File: config.mk
export PLATFORM = sky130hd
export DESIGN_NAME = bp_frontend_top
export DESIGN_NICKNAME = d
export VERILOG_FILES = /design/src/hw/bp_pkg.sv /design/src/hw/bp_fetch_stage.sv /design/src/hw/bp_frontend_top.sv /design/src/hw/bp_resolve_stage.sv /design/src/hw/bp_table.sv
export SDC_FILE = /design/constraint.sdc
export NUM_CORES = 1
export LEC_CHECK = 0
export BUFFER_PORTS_ARGS = -buffer_cell sky130_fd_sc_hd__buf_2
export CAP_MARGIN = 20
export CORE_UTILIZATION = 26
export DETAILED_ROUTE_END_ITERATION = 8
export HOLD_SLACK_MARGIN = 0.03
export PLACE_DENSITY_LB_ADDON = 0.08
export SYNTH_ARGS = -nofsm -noshare
export SYNTH_HDL_FRONTEND = slang
export SYNTH_SLANG_ARGS = --single-unit
File: constraint.sdc
create_clock -name clk -period 4.5 [get_ports clk]
set_clock_uncertainty 0.05 [all_clocks]
set_input_delay 0.9 -clock clk [delete_from_list [all_inputs] [get_ports clk]]
set_output_delay 0.9 -clock clk [all_outputs]
set_load 0.005 [all_outputs]
File: src/hw/bp_pkg.sv
package bp_pkg;

    // ############################################################
    // Table geometry
    // ############################################################

    localparam int NUM_PC_BIT     = 32;
    localparam int NUM_INDEX_BIT  = 4;
    localparam int NUM_ENTRY      = 1 << NUM_INDEX_BIT;
    localparam int NUM_OFFSET_BIT = 2;                                     // Word aligned fetch.
    localparam int NUM_TAG_BIT    = NUM_PC_BIT - NUM_INDEX_BIT - NUM_OFFSET_BIT;

    // ############################################################
    // Two-bit saturating counter states
    // ############################################################

    localparam logic [1:0] S_NONTAKEN      = 2'd0;
    localparam logic [1:0] S_NEAR_NONTAKEN = 2'd1;                         // Reset state.
    localparam logic [1:0] S_NEAR_TAKEN    = 2'd2;
    localparam logic [1:0] S_TAKEN         = 2'd3;

    // ############################################################
    // Program counter as a raw word or as lookup fields
    // ############################################################

    typedef union packed {
        logic [NUM_PC_BIT-1:0] raw;
        struct packed {
            logic [NUM_TAG_BIT-1:0]    tag;                                // Not checked in this table.
            logic [NUM_INDEX_BIT-1:0]  index;
            logic [NUM_OFFSET_BIT-1:0] offset;
        } field;
    } pc_addr_u;

endpackage

File: src/hw/bp_fetch_stage.sv
`timescale 1ns/10ps

module bp_fetch_stage (
    input  logic             clk,
    input  logic             rst_n,

    input  logic             fetch_valid_i,
    input  bp_pkg::pc_addr_u fetch_pc_i,

    output bp_pkg::pc_addr_u rd_pc_0_o,
    output bp_pkg::pc_addr_u rd_pc_1_o,
    input  logic             rd_hit_0_i,
    input  logic [31:0]      rd_target_0_i,
    input  logic             rd_hit_1_i,
    input  logic [31:0]      rd_target_1_i,

    output logic             pred_valid_o,
    output logic             pred_taken_o,
    output logic             pred_slot_o,
    output logic [31:0]      pred_target_o
);

    logic        taken_nxt;
    logic        slot_nxt;
    logic [31:0] target_nxt;

    // ############################################################
    // Bundle lookup
    // ############################################################

    always_comb begin
        rd_pc_0_o     = fetch_pc_i;
        rd_pc_1_o.raw = fetch_pc_i.raw + 32'd4;                           // Second slot of the bundle.
    end

    // Slot 0 wins when both slots hit.
    always_comb begin
        taken_nxt  = rd_hit_0_i | rd_hit_1_i;
        slot_nxt   = ~rd_hit_0_i;
        target_nxt = '0;
        if (rd_hit_0_i) begin
            target_nxt = rd_target_0_i;
        end else if (rd_hit_1_i) begin
            target_nxt = rd_target_1_i;
        end
    end

    // ############################################################
    // Prediction register
    // ############################################################

    always_ff @(posedge clk) begin
        if (!rst_n) begin
            pred_valid_o <= 1'b0;
        end else begin
            pred_valid_o <= fetch_valid_i;
        end
    end

    always_ff @(posedge clk) begin
        if (fetch_valid_i) begin
            pred_taken_o  <= taken_nxt;
            pred_slot_o   <= slot_nxt;
            pred_target_o <= target_nxt;
        end
    end

endmodule

File: src/hw/bp_frontend_top.sv
`timescale 1ns/10ps

module bp_frontend_top (
    input  logic             clk,
    input  logic             rst_n,

    input  logic             fetch_valid_i,
    input  bp_pkg::pc_addr_u fetch_pc_i,
    output logic             pred_valid_o,
    output logic             pred_taken_o,
    output logic             pred_slot_o,
    output logic [31:0]      pred_target_o,

    input  logic             res_valid_i,
    input  bp_pkg::pc_addr_u res_pc_i,
    input  logic             res_taken_i,
    input  logic [31:0]      res_target_i,
    input  logic             res_pred_taken_i,
    input  logic [31:0]      res_pred_target_i,
    output logic             mispredict_o,
    output logic [31:0]      redirect_pc_o
);

    bp_pkg::pc_addr_u rd_pc_0;
    bp_pkg::pc_addr_u rd_pc_1;
    logic             rd_hit_0;
    logic [31:0]      rd_target_0;
    logic             rd_hit_1;
    logic [31:0]      rd_target_1;

    logic             upd_valid;
    bp_pkg::pc_addr_u upd_pc;
    logic             upd_taken;
    logic [31:0]      upd_target;

    bp_fetch_stage bp_fetch_stage_i (
        .clk           (clk),
        .rst_n         (rst_n),
        .fetch_valid_i (fetch_valid_i),
        .fetch_pc_i    (fetch_pc_i),
        .rd_pc_0_o     (rd_pc_0),
        .rd_pc_1_o     (rd_pc_1),
        .rd_hit_0_i    (rd_hit_0),
        .rd_target_0_i (rd_target_0),
        .rd_hit_1_i    (rd_hit_1),
        .rd_target_1_i (rd_target_1),
        .pred_valid_o  (pred_valid_o),
        .pred_taken_o  (pred_taken_o),
        .pred_slot_o   (pred_slot_o),
        .pred_target_o (pred_target_o)
    );

    bp_table bp_table_i (
        .clk           (clk),
        .rst_n         (rst_n),
        .rd_pc_0_i     (rd_pc_0),
        .rd_pc_1_i     (rd_pc_1),
        .rd_hit_0_o    (rd_hit_0),
        .rd_target_0_o (rd_target_0),
        .rd_hit_1_o    (rd_hit_1),
        .rd_target_1_o (rd_target_1),
        .upd_valid_i   (upd_valid),
        .upd_pc_i      (upd_pc),
        .upd_taken_i   (upd_taken),
        .upd_target_i  (upd_target)
    );

    bp_resolve_stage bp_resolve_stage_i (
        .clk               (clk),
        .rst_n             (rst_n),
        .res_valid_i       (res_valid_i),
        .res_pc_i          (res_pc_i),
        .res_taken_i       (res_taken_i),
        .res_target_i      (res_target_i),
        .res_pred_taken_i  (res_pred_taken_i),
        .res_pred_target_i (res_pred_target_i),
        .upd_valid_o       (upd_valid),
        .upd_pc_o          (upd_pc),
        .upd_taken_o       (upd_taken),
        .upd_target_o      (upd_target),
        .mispredict_o      (mispredict_o),
        .redirect_pc_o     (redirect_pc_o)
    );

endmodule

File: src/hw/bp_resolve_stage.sv
`timescale 1ns/10ps

module bp_resolve_stage (
    input  logic             clk,
    input  logic             rst_n,

    input  logic             res_valid_i,
    input  bp_pkg::pc_addr_u res_pc_i,
    input  logic             res_taken_i,
    input  logic [31:0]      res_target_i,
    input  logic             res_pred_taken_i,
    input  logic [31:0]      res_pred_target_i,

    output logic             upd_valid_o,
    output bp_pkg::pc_addr_u upd_pc_o,
    output logic             upd_taken_o,
    output logic [31:0]      upd_target_o,

    output logic             mispredict_o,
    output logic [31:0]      redirect_pc_o
);

    logic        dir_miss;
    logic        target_miss;
    logic        miss;
    logic        miss_q;
    logic [31:0] redirect_nxt;

    // ############################################################
    // Miss rule and redirect address
    // ############################################################

    assign dir_miss    = res_taken_i != res_pred_taken_i;
    assign target_miss = res_taken_i && res_pred_taken_i && (res_target_i != res_pred_target_i);
    assign miss        = res_valid_i && (dir_miss || target_miss);

    always_comb begin
        if (res_taken_i) begin
            redirect_nxt = {res_target_i[31:2], 2'b00};
        end else begin
            redirect_nxt = res_pc_i.raw + 32'd4;                          // Fall through.
        end
    end

    // ############################################################
    // Update and redirect registers
    // ############################################################

    always_ff @(posedge clk) begin
        if (!rst_n) begin
            miss_q <= 1'b0;
        end else begin
            miss_q <= miss;
        end
    end

    always_ff @(posedge clk) begin
        if (res_valid_i) begin
            upd_pc_o      <= res_pc_i;
            upd_taken_o   <= res_taken_i;
            upd_target_o  <= res_target_i;                                // The table aligns it.
            redirect_pc_o <= redirect_nxt;
        end
    end

    // A table write is exactly a miss.
    assign upd_valid_o  = miss_q;
    assign mispredict_o = miss_q;

endmodule

File: src/hw/bp_table.sv
`timescale 1ns/10ps

module bp_table (
    input  logic             clk,
    input  logic             rst_n,

    input  bp_pkg::pc_addr_u rd_pc_0_i,
    input  bp_pkg::pc_addr_u rd_pc_1_i,
    output logic             rd_hit_0_o,
    output logic [31:0]      rd_target_0_o,
    output logic             rd_hit_1_o,
    output logic [31:0]      rd_target_1_o,

    input  logic             upd_valid_i,
    input  bp_pkg::pc_addr_u upd_pc_i,
    input  logic             upd_taken_i,
    input  logic [31:0]      upd_target_i
);

    logic [1:0]  counter [bp_pkg::NUM_ENTRY];
    logic [31:0] target  [bp_pkg::NUM_ENTRY];

    logic [bp_pkg::NUM_INDEX_BIT-1:0] rd_index_0;
    logic [bp_pkg::NUM_INDEX_BIT-1:0] rd_index_1;
    logic [bp_pkg::NUM_INDEX_BIT-1:0] upd_index;

    logic [1:0] counter_cur;
    logic [1:0] counter_nxt;

    function automatic logic is_hit(input logic [1:0] state);
        return (state == bp_pkg::S_NEAR_TAKEN) || (state == bp_pkg::S_TAKEN);
    endfunction

    // ############################################################
    // Read ports
    // ############################################################

    assign rd_index_0 = rd_pc_0_i.field.index;
    assign rd_index_1 = rd_pc_1_i.field.index;

    assign rd_hit_0_o    = is_hit(counter[rd_index_0]);
    assign rd_hit_1_o    = is_hit(counter[rd_index_1]);
    assign rd_target_0_o = target[rd_index_0];
    assign rd_target_1_o = target[rd_index_1];

    // ############################################################
    // Counter step toward the resolved direction
    // ############################################################

    assign upd_index   = upd_pc_i.field.index;
    assign counter_cur = counter[upd_index];

    always_comb begin
        counter_nxt = counter_cur;
        if (upd_taken_i) begin
            case (counter_cur)
                bp_pkg::S_NONTAKEN: begin
                    counter_nxt = bp_pkg::S_NEAR_NONTAKEN;
                end
                bp_pkg::S_NEAR_NONTAKEN: begin
                    counter_nxt = bp_pkg::S_NEAR_TAKEN;
                end
                default: begin
                    counter_nxt = bp_pkg::S_TAKEN;                         // Saturates at the top.
                end
            endcase
        end else begin
            case (counter_cur)
                bp_pkg::S_TAKEN: begin
                    counter_nxt = bp_pkg::S_NEAR_TAKEN;
                end
                bp_pkg::S_NEAR_TAKEN: begin
                    counter_nxt = bp_pkg::S_NEAR_NONTAKEN;
                end
                default: begin
                    counter_nxt = bp_pkg::S_NONTAKEN;                      // Saturates at the bottom.
                end
            endcase
        end
    end

    // ############################################################
    // Table state
    // ############################################################

    // The resolve stage only raises upd_valid_i on a miss.
    always_ff @(posedge clk) begin
        if (!rst_n) begin
            for (int i = 0; i < bp_pkg::NUM_ENTRY; i++) begin
                counter[i] <= bp_pkg::S_NEAR_NONTAKEN;
            end
        end else if (upd_valid_i) begin
            counter[upd_index] <= counter_nxt;
        end
    end

    always_ff @(posedge clk) begin
        if (!rst_n) begin
            for (int i = 0; i < bp_pkg::NUM_ENTRY; i++) begin
                target[i] <= '0;
            end
        end else if (upd_valid_i && upd_taken_i) begin
            target[upd_index] <= {upd_target_i[31:2], 2'b00};              // Stored word aligned.
        end
    end

endmodule

==> flow_summary.toml, run 1 <==
[yosys]
synthFlopType = "edfxtp_1"
yosys-top-cells-area = "edfxtp_1, mux4_2, and3_1, clkbuf_1, xor2_1"
synth_area_leader_cell = "edfxtp_1"
syn_inst = 2109
synth_area_sq_um = 32030
synth_edf_count = 611
yosysSeqAreaShare = 0.5765
async_reset_ff_frac = 0
yosysWarnings = 0
synth-seq-cells = 617
synth.distinct_cells = 38
avgSynthCellArea_sq_um = 15.19
synth_top_area_frac = 0.5728

[placement]
placedCellCount = 3735
gp_congestion = 0.7897
pre_cts_ws_ps = 666.7
dp_hpwl_mm = 64.51
numPortBuffers = 171

[cts]
post-cts-setup-buffers = 0
path_clk_slew_ps = 60
cts.sinks = 617
cts_hold_buf = 0
clock_latency_ps = 640
cts-root-buf = "clkbuf_16"
cts_tree = "built"
cts.repair.resized = 0
htreeDepth = 3
numCtsBuffers = 80
clockBufferDepth = 3

[layout]
drive_gt1_frac = 0.3003
mostFrequentLayoutCell = "edfxtp_1"
stdcell_count = 3893
fillers = 12110
syn2layout_area_growth_pct = 16.74
fin_nets = 2329
final_cell_mix = "edfxtp_1, and3_1, mux4_2"

[routing]
firstDrtPassIters = 5
drc = 0
routed_wl_mm = 115.3
drtIter0Drc = 1926
wl_per_cell_microns = 29.62
ant_nets = 0
vias = 20230
vias_per_cell = 5.195

[setup_path]
end_kind = "flop"
critPathSlowestCell = "ha_4"
path_class = "primary input to flop"
crit_path_cell_trace = "buf_8, ha_4, buf_4, mux4_2, nor2b_1, a211oi_1, a21oi_1, a22o_1"
slowest_delay_ps = 580
critPathMaxFanout = 27
worstPathRequired_ps = 4840
worst_ep_arrival_time_ps = 3470
startpoint_type = "primary input"

[global_routing]
grt_usage = 0.1830
grt_pass1_vias = 21120
grt_pass1_wl_mm = 161.8
grt_overflow = 0
grt_max_degree = 245
grt_antenna_before_repair = 11

[floorplan]
die_h_microns = 353.0
start_util = 0.2625
dieArea_sq_um = 124600
fp.dieW_microns = 353.0
rows = 128
core-area_sq_um = 122000
ioPinCount = 202

[sta]
rsz0062_at_grt = "false"
slew_headroom = 0.2617
post-route-worst-setup-slack_ps = 1374
final-setup-viol-count = 0
fmax_mhz = 319.9
tns_ps = 0
min_period_over_period = 0.6947
period_minus_slack_ps = 3126
worstMarginPinSlew_ps = 1108
hold_violations = 0
whs_ps = 448.1
drv_slew = 0

[power]
power_leakage_uw = 0.01475
swShare = 0.2599
seq_power_share = 0.466
clockPowerShare = 0.421
p_per_area_nw_per_um2 = 388.6
power_frac_comb = 0.113
power.switching_uw = 3777
intPower_uw = 10760
ir_drop_uv = 258.7

[worst_hold_path]
min_path_type = "primary input to flop"

[outcome]
status = "finished clean"

[run]
maxCapViolCount = 0
-- state kept, by name (all words and copies together) (netlist names), named ones only --
| register | cells |
|---|---|
| bp_fetch_stage_i.pred_taken_o | 1 |
| bp_resolve_stage_i.upd_taken_o | 1 |
| bp_fetch_stage_i.pred_target_o | 30 |
| bp_resolve_stage_i.upd_pc_o | 4 |
| bp_fetch_stage_i.pred_slot_o | 1 |
| bp_fetch_stage_i.pred_valid_o | 1 |
| bp_table_i.target | 480 |
| bp_table_i.counter | 32 |
| bp_resolve_stage_i.mispredict_o | 1 |
| bp_resolve_stage_i.upd_target_o | 30 |
| bp_resolve_stage_i.redirect_pc_o | 32 |
-- per-layer routing --
metal  share of wire  vias up  track usage
met5               0        -            0
met4           0.022        0      0.04442
met3           0.063      138      0.03173
met2            0.47      769       0.3016
met1            0.44    10660       0.2497
li1                -     8663            -
-- cells in the mapped netlist, types with 6 or more instances --
master    count
nor2_1       38
buf_1         9
nand2_1      85
nand3_1      14
o21ai_0      45
nand4_1       9
clkbuf_1    174
buf_4         6
buf_2        41
xnor2_1      21
nor2b_1      34
and4_1        6
a211oi_1     30
mux4_2      287
inv_1         9
a22o_1       29
a21oi_1      33
dfxtp_1       6
mux2_2        9
xor2_1       41
buf_6        10
mux2i_1      35
nor4_1       11
edfxtp_1    611
nor3_1       16
and3_1      480
-- through the flow --
stage | cell area [sq um] | utilization | power, uW
6_report | 37390 | 0.3064 | 14530
5_1_grt | 37370 | 0.3062 | 15040
2_1_floorplan | 32040 | - | 7776
3_3_place_gp | 34930 | 0.2862 | 8555
3_5_place_dp | 34930 | 0.2862 | 8564
4_1_cts | 37370 | 0.3062 | 14740
-- critical path: cells and delay by family --
family | cells | cell delay [ps]
adder cells (fa/ha/maj) | 1 | 580
multiplexers | 1 | 560
AND/OR/NAND/NOR | 1 | 140
AO/OA/AOI/OAI | 3 | 610
buffers and inverters | 2 | 630
-- power by group through the flow --
stage / clock (uW) / sequential, uW / combinational, uW
global route: 6480 / 6800 / 1750
finish: 6120 / 6770 / 1640
detailed placement: 0 / 6890 / 1670
CTS: 6280 / 6770 / 1680
global placement: 0 / 6880 / 1680
floorplan: 0 / 6760 / 1010
-- final cells by class --
cell class                      instances  area (sq um)  share of cell area
Clock buffer                          102          2158             0.05772
Timing Repair Buffer                  240          1558             0.04166
Multi-Input combinational cell       1243         12830              0.3431
Inverter                               10         37.54            0.001004
Sequential cell                       617         18470              0.4939
Clock inverter                         46         285.3            0.007629
Antenna cell                           10         25.02           0.0006692
Tap cell                             1625          2033             0.05437
-- path summary, 6_finish.rpt --
path | depth (start not counted) | endpoint | slack [ps] | start
max | 8 | bp_fetch_stage_i.pred_target_o[8] | 1370 | fetch_pc_i[2]
min | 1 | bp_resolve_stage_i.upd_target_o[4] | 450 | res_target_i[4]
max reg2reg | 5 | bp_table_i.counter[8][0] | 1430 | flop
min reg2reg | 1 | flop | 620 | bp_resolve_stage_i.upd_pc_o[4]
-- cells by family after synthesis --
| family | count (synthesis) | synth area share |
|---|---|---|
| AOI/OAI and AO/OA | 144 | 0.02871 |
| xor gates and xnor gates | 62 | 0.01695 |
| adders and majority gates | 4 | 0.001484 |
| buffers and inverters | 250 | 0.03394 |
| DFF | 617 | 0.5765 |
| muxes | 331 | 0.2159 |
| other | 1 | 0.0001171 |
| and+or+nand+nor | 700 | 0.1264 |
Note: power is estimated with default switching activity, not from simulation.
==> run 2: changes to the inputs <==
clock period = 2.8 ns   (was 4.5 ns; I/O delays follow)
==> flow_summary.toml, run 2 (synthesis results as in run 1) <==
[global_routing]
grt_max_degree = 203
gr-usage-met1 = 0.2619
grt_pass1_wl_mm = 167.8
grtUsageMet2 = 0.3106
busiest_layer = "met2"
grt_overflow = 0
grt_pass1_vias = 21500
grt_antenna_before_repair = 16
grt_use_met3 = 0.03798
grt_usage = 0.1918

[sta]
post-route-worst-setup-slack_ps = 133.5
rsz0062_at_grt = "false"
final-setup-viol-count = 0
drv_slew = 0
hold_violations = 0
worstMarginPinSlew_ps = 984.2
min_period_over_period = 0.9523
slew_headroom = 0.3439
fmax_mhz = 375.0
period_minus_slack_ps = 2666

[cts]
htreeDepth = 3
cts_tree = "built"
cts.repair.resized = 0
post-cts-setup-buffers = 0
cts.sinks = 617
numCtsBuffers = 78
cts-root-buf = "clkbuf_16"
clock_latency_ps = 670
cts_hold_buf = 0
clockBufferDepth = 3
path_clk_slew_ps = 60

[floorplan]
dieArea_sq_um = 124600
ioPinCount = 202
start_util = 0.2625
rows = 128
core-area_sq_um = 122000
fp.dieW_microns = 353.0
die_h_microns = 353.0

[layout]
largest_reg_flops = 480
top_regs = "bp_table_i.target x480, bp_resolve_stage_i.redirect_pc_o x32, bp_table_i.counter x32"
register_area_sq_um = 18470
finalInstanceArea_sq_um = 38470
fillers = 12020
syn2layout_area_growth_pct = 20.11
mostFrequentLayoutCell = "edfxtp_1"
multi_input_area_sq_um = 12830
drive_gt1_frac = 0.3179
fin_nets = 2382
final_cell_mix = "edfxtp_1, and3_1, mux4_2"
largest_register = "bp_table_i.target"

[setup_path]
worst_ep_arrival_time_ps = 3080
reg2reg_from = "bp_table_i.counter[13][1]"
crit_path_cell_trace = "mux4_2, mux4_2, nor2_4, buf_12, a22o_1"
critPathMaxFanout = 8
worstPathRequired_ps = 3210
startpoint_type = "flop"
slowest_delay_ps = 600
end_kind = "flop"
crit_family = "multiplexers"
cp_common_cell = "mux4_2"
worst-path-buf-inv = 1
critPathSlowestCell = "mux4_2"
startpoint = "bp_table_i.counter[13][1]"
path_class = "flop to flop"

[routing]
vias = 20540
drtIter0Drc = 2168
ant_nets = 0
drc = 0
wl_per_cell_microns = 30.57
vias_per_cell = 5.217
routed_wl_mm = 120.4
firstDrtPassIters = 7

[run]
maxCapViolCount = 0

[power]
power.total_uw = 23810
ir_drop_uv = 441.9
p_per_area_nw_per_um2 = 618.8
power_leakage_uw = 0.01520

[placement]
placed_cell_area_sq_um = 35960
pre_cts_ws_ps = -269.1
gp_congestion = 0.7804
dp_hpwl_mm = 65.94
numPortBuffers = 171

[worst_hold_path]
min_path_type = "primary input to flop"
worstHoldStart = "res_target_i[13]"

[outcome]
status = "finished clean"
run 2: cell types whose count changed in the layout (fill, tap and decap cells not counted), moves of 3 or more:
cell | previous run | this run
buf_12 | 13 | 63
buf_4 | 58 | 63
bufinv_16 | 3 | 7
clkbuf_16 | 83 | 79
clkinv_1 | 25 | 18
clkinv_2 | 15 | 9
clkinv_8 | 0 | 3
clkinvlp_4 | 0 | 4
diode_2 | 10 | 6
run 2: layer usage:
| layer | vias up | routed length [microns] |
|---|---|---|
| met5 | - | 0 |
| met4 | 0 | 2511 |
| met3 | 129 | 9001 |
| met2 | 863 | 56580 |
| met1 | 10780 | 52270 |
| li1 | 8768 | - |
run 2: stage by stage:
stage | hold WS (ps) | setup TNS, ps | cells | util
2_1_floorplan | 530.3 | -21260 | 2110 | -
3_3_place_gp | 563.1 | -7131 | 3790 | 0.2947
3_5_place_dp | 537.5 | -6481 | 3790 | 0.2947
4_1_cts | 43.94 | 0 | 3931 | 0.3151
5_1_grt | 70.13 | 0 | 3931 | 0.3151
6_report | 91.15 | 0 | 3937 | 0.3153
run 2: cell type report:
class	instances	share of cell area
Sequential cell	617	0.4800
Antenna cell	6	0.0003902
Timing Repair Buffer	295	0.06748
Clock inverter	44	0.01167
Multi-Input combinational cell	1243	0.3335
Inverter	10	0.0009756
Tap cell	1625	0.05285
Clock buffer	97	0.05314
run 2: power by group:
part | switching (uW) | total [uW] | internal [uW] | leakage (uW)
logic | 1650 | 2900 | 1240 | 0.00753
clock network | 4200 | 10000 | 5840 | 0.00120
registers | 348 | 10900 | 10500 | 0.00647
total | 6200 | 23800 | 17600 | 0.0152
run 2: worst paths after layout:
check	to	cells after the start	slack [ps]
max	bp_fetch_stage_i.pred_target_o[18]	5	130
min	bp_resolve_stage_i.upd_target_o[13]	1	90
max reg2reg	bp_fetch_stage_i.pred_target_o[18]	5	130
min reg2reg	flop	1	540
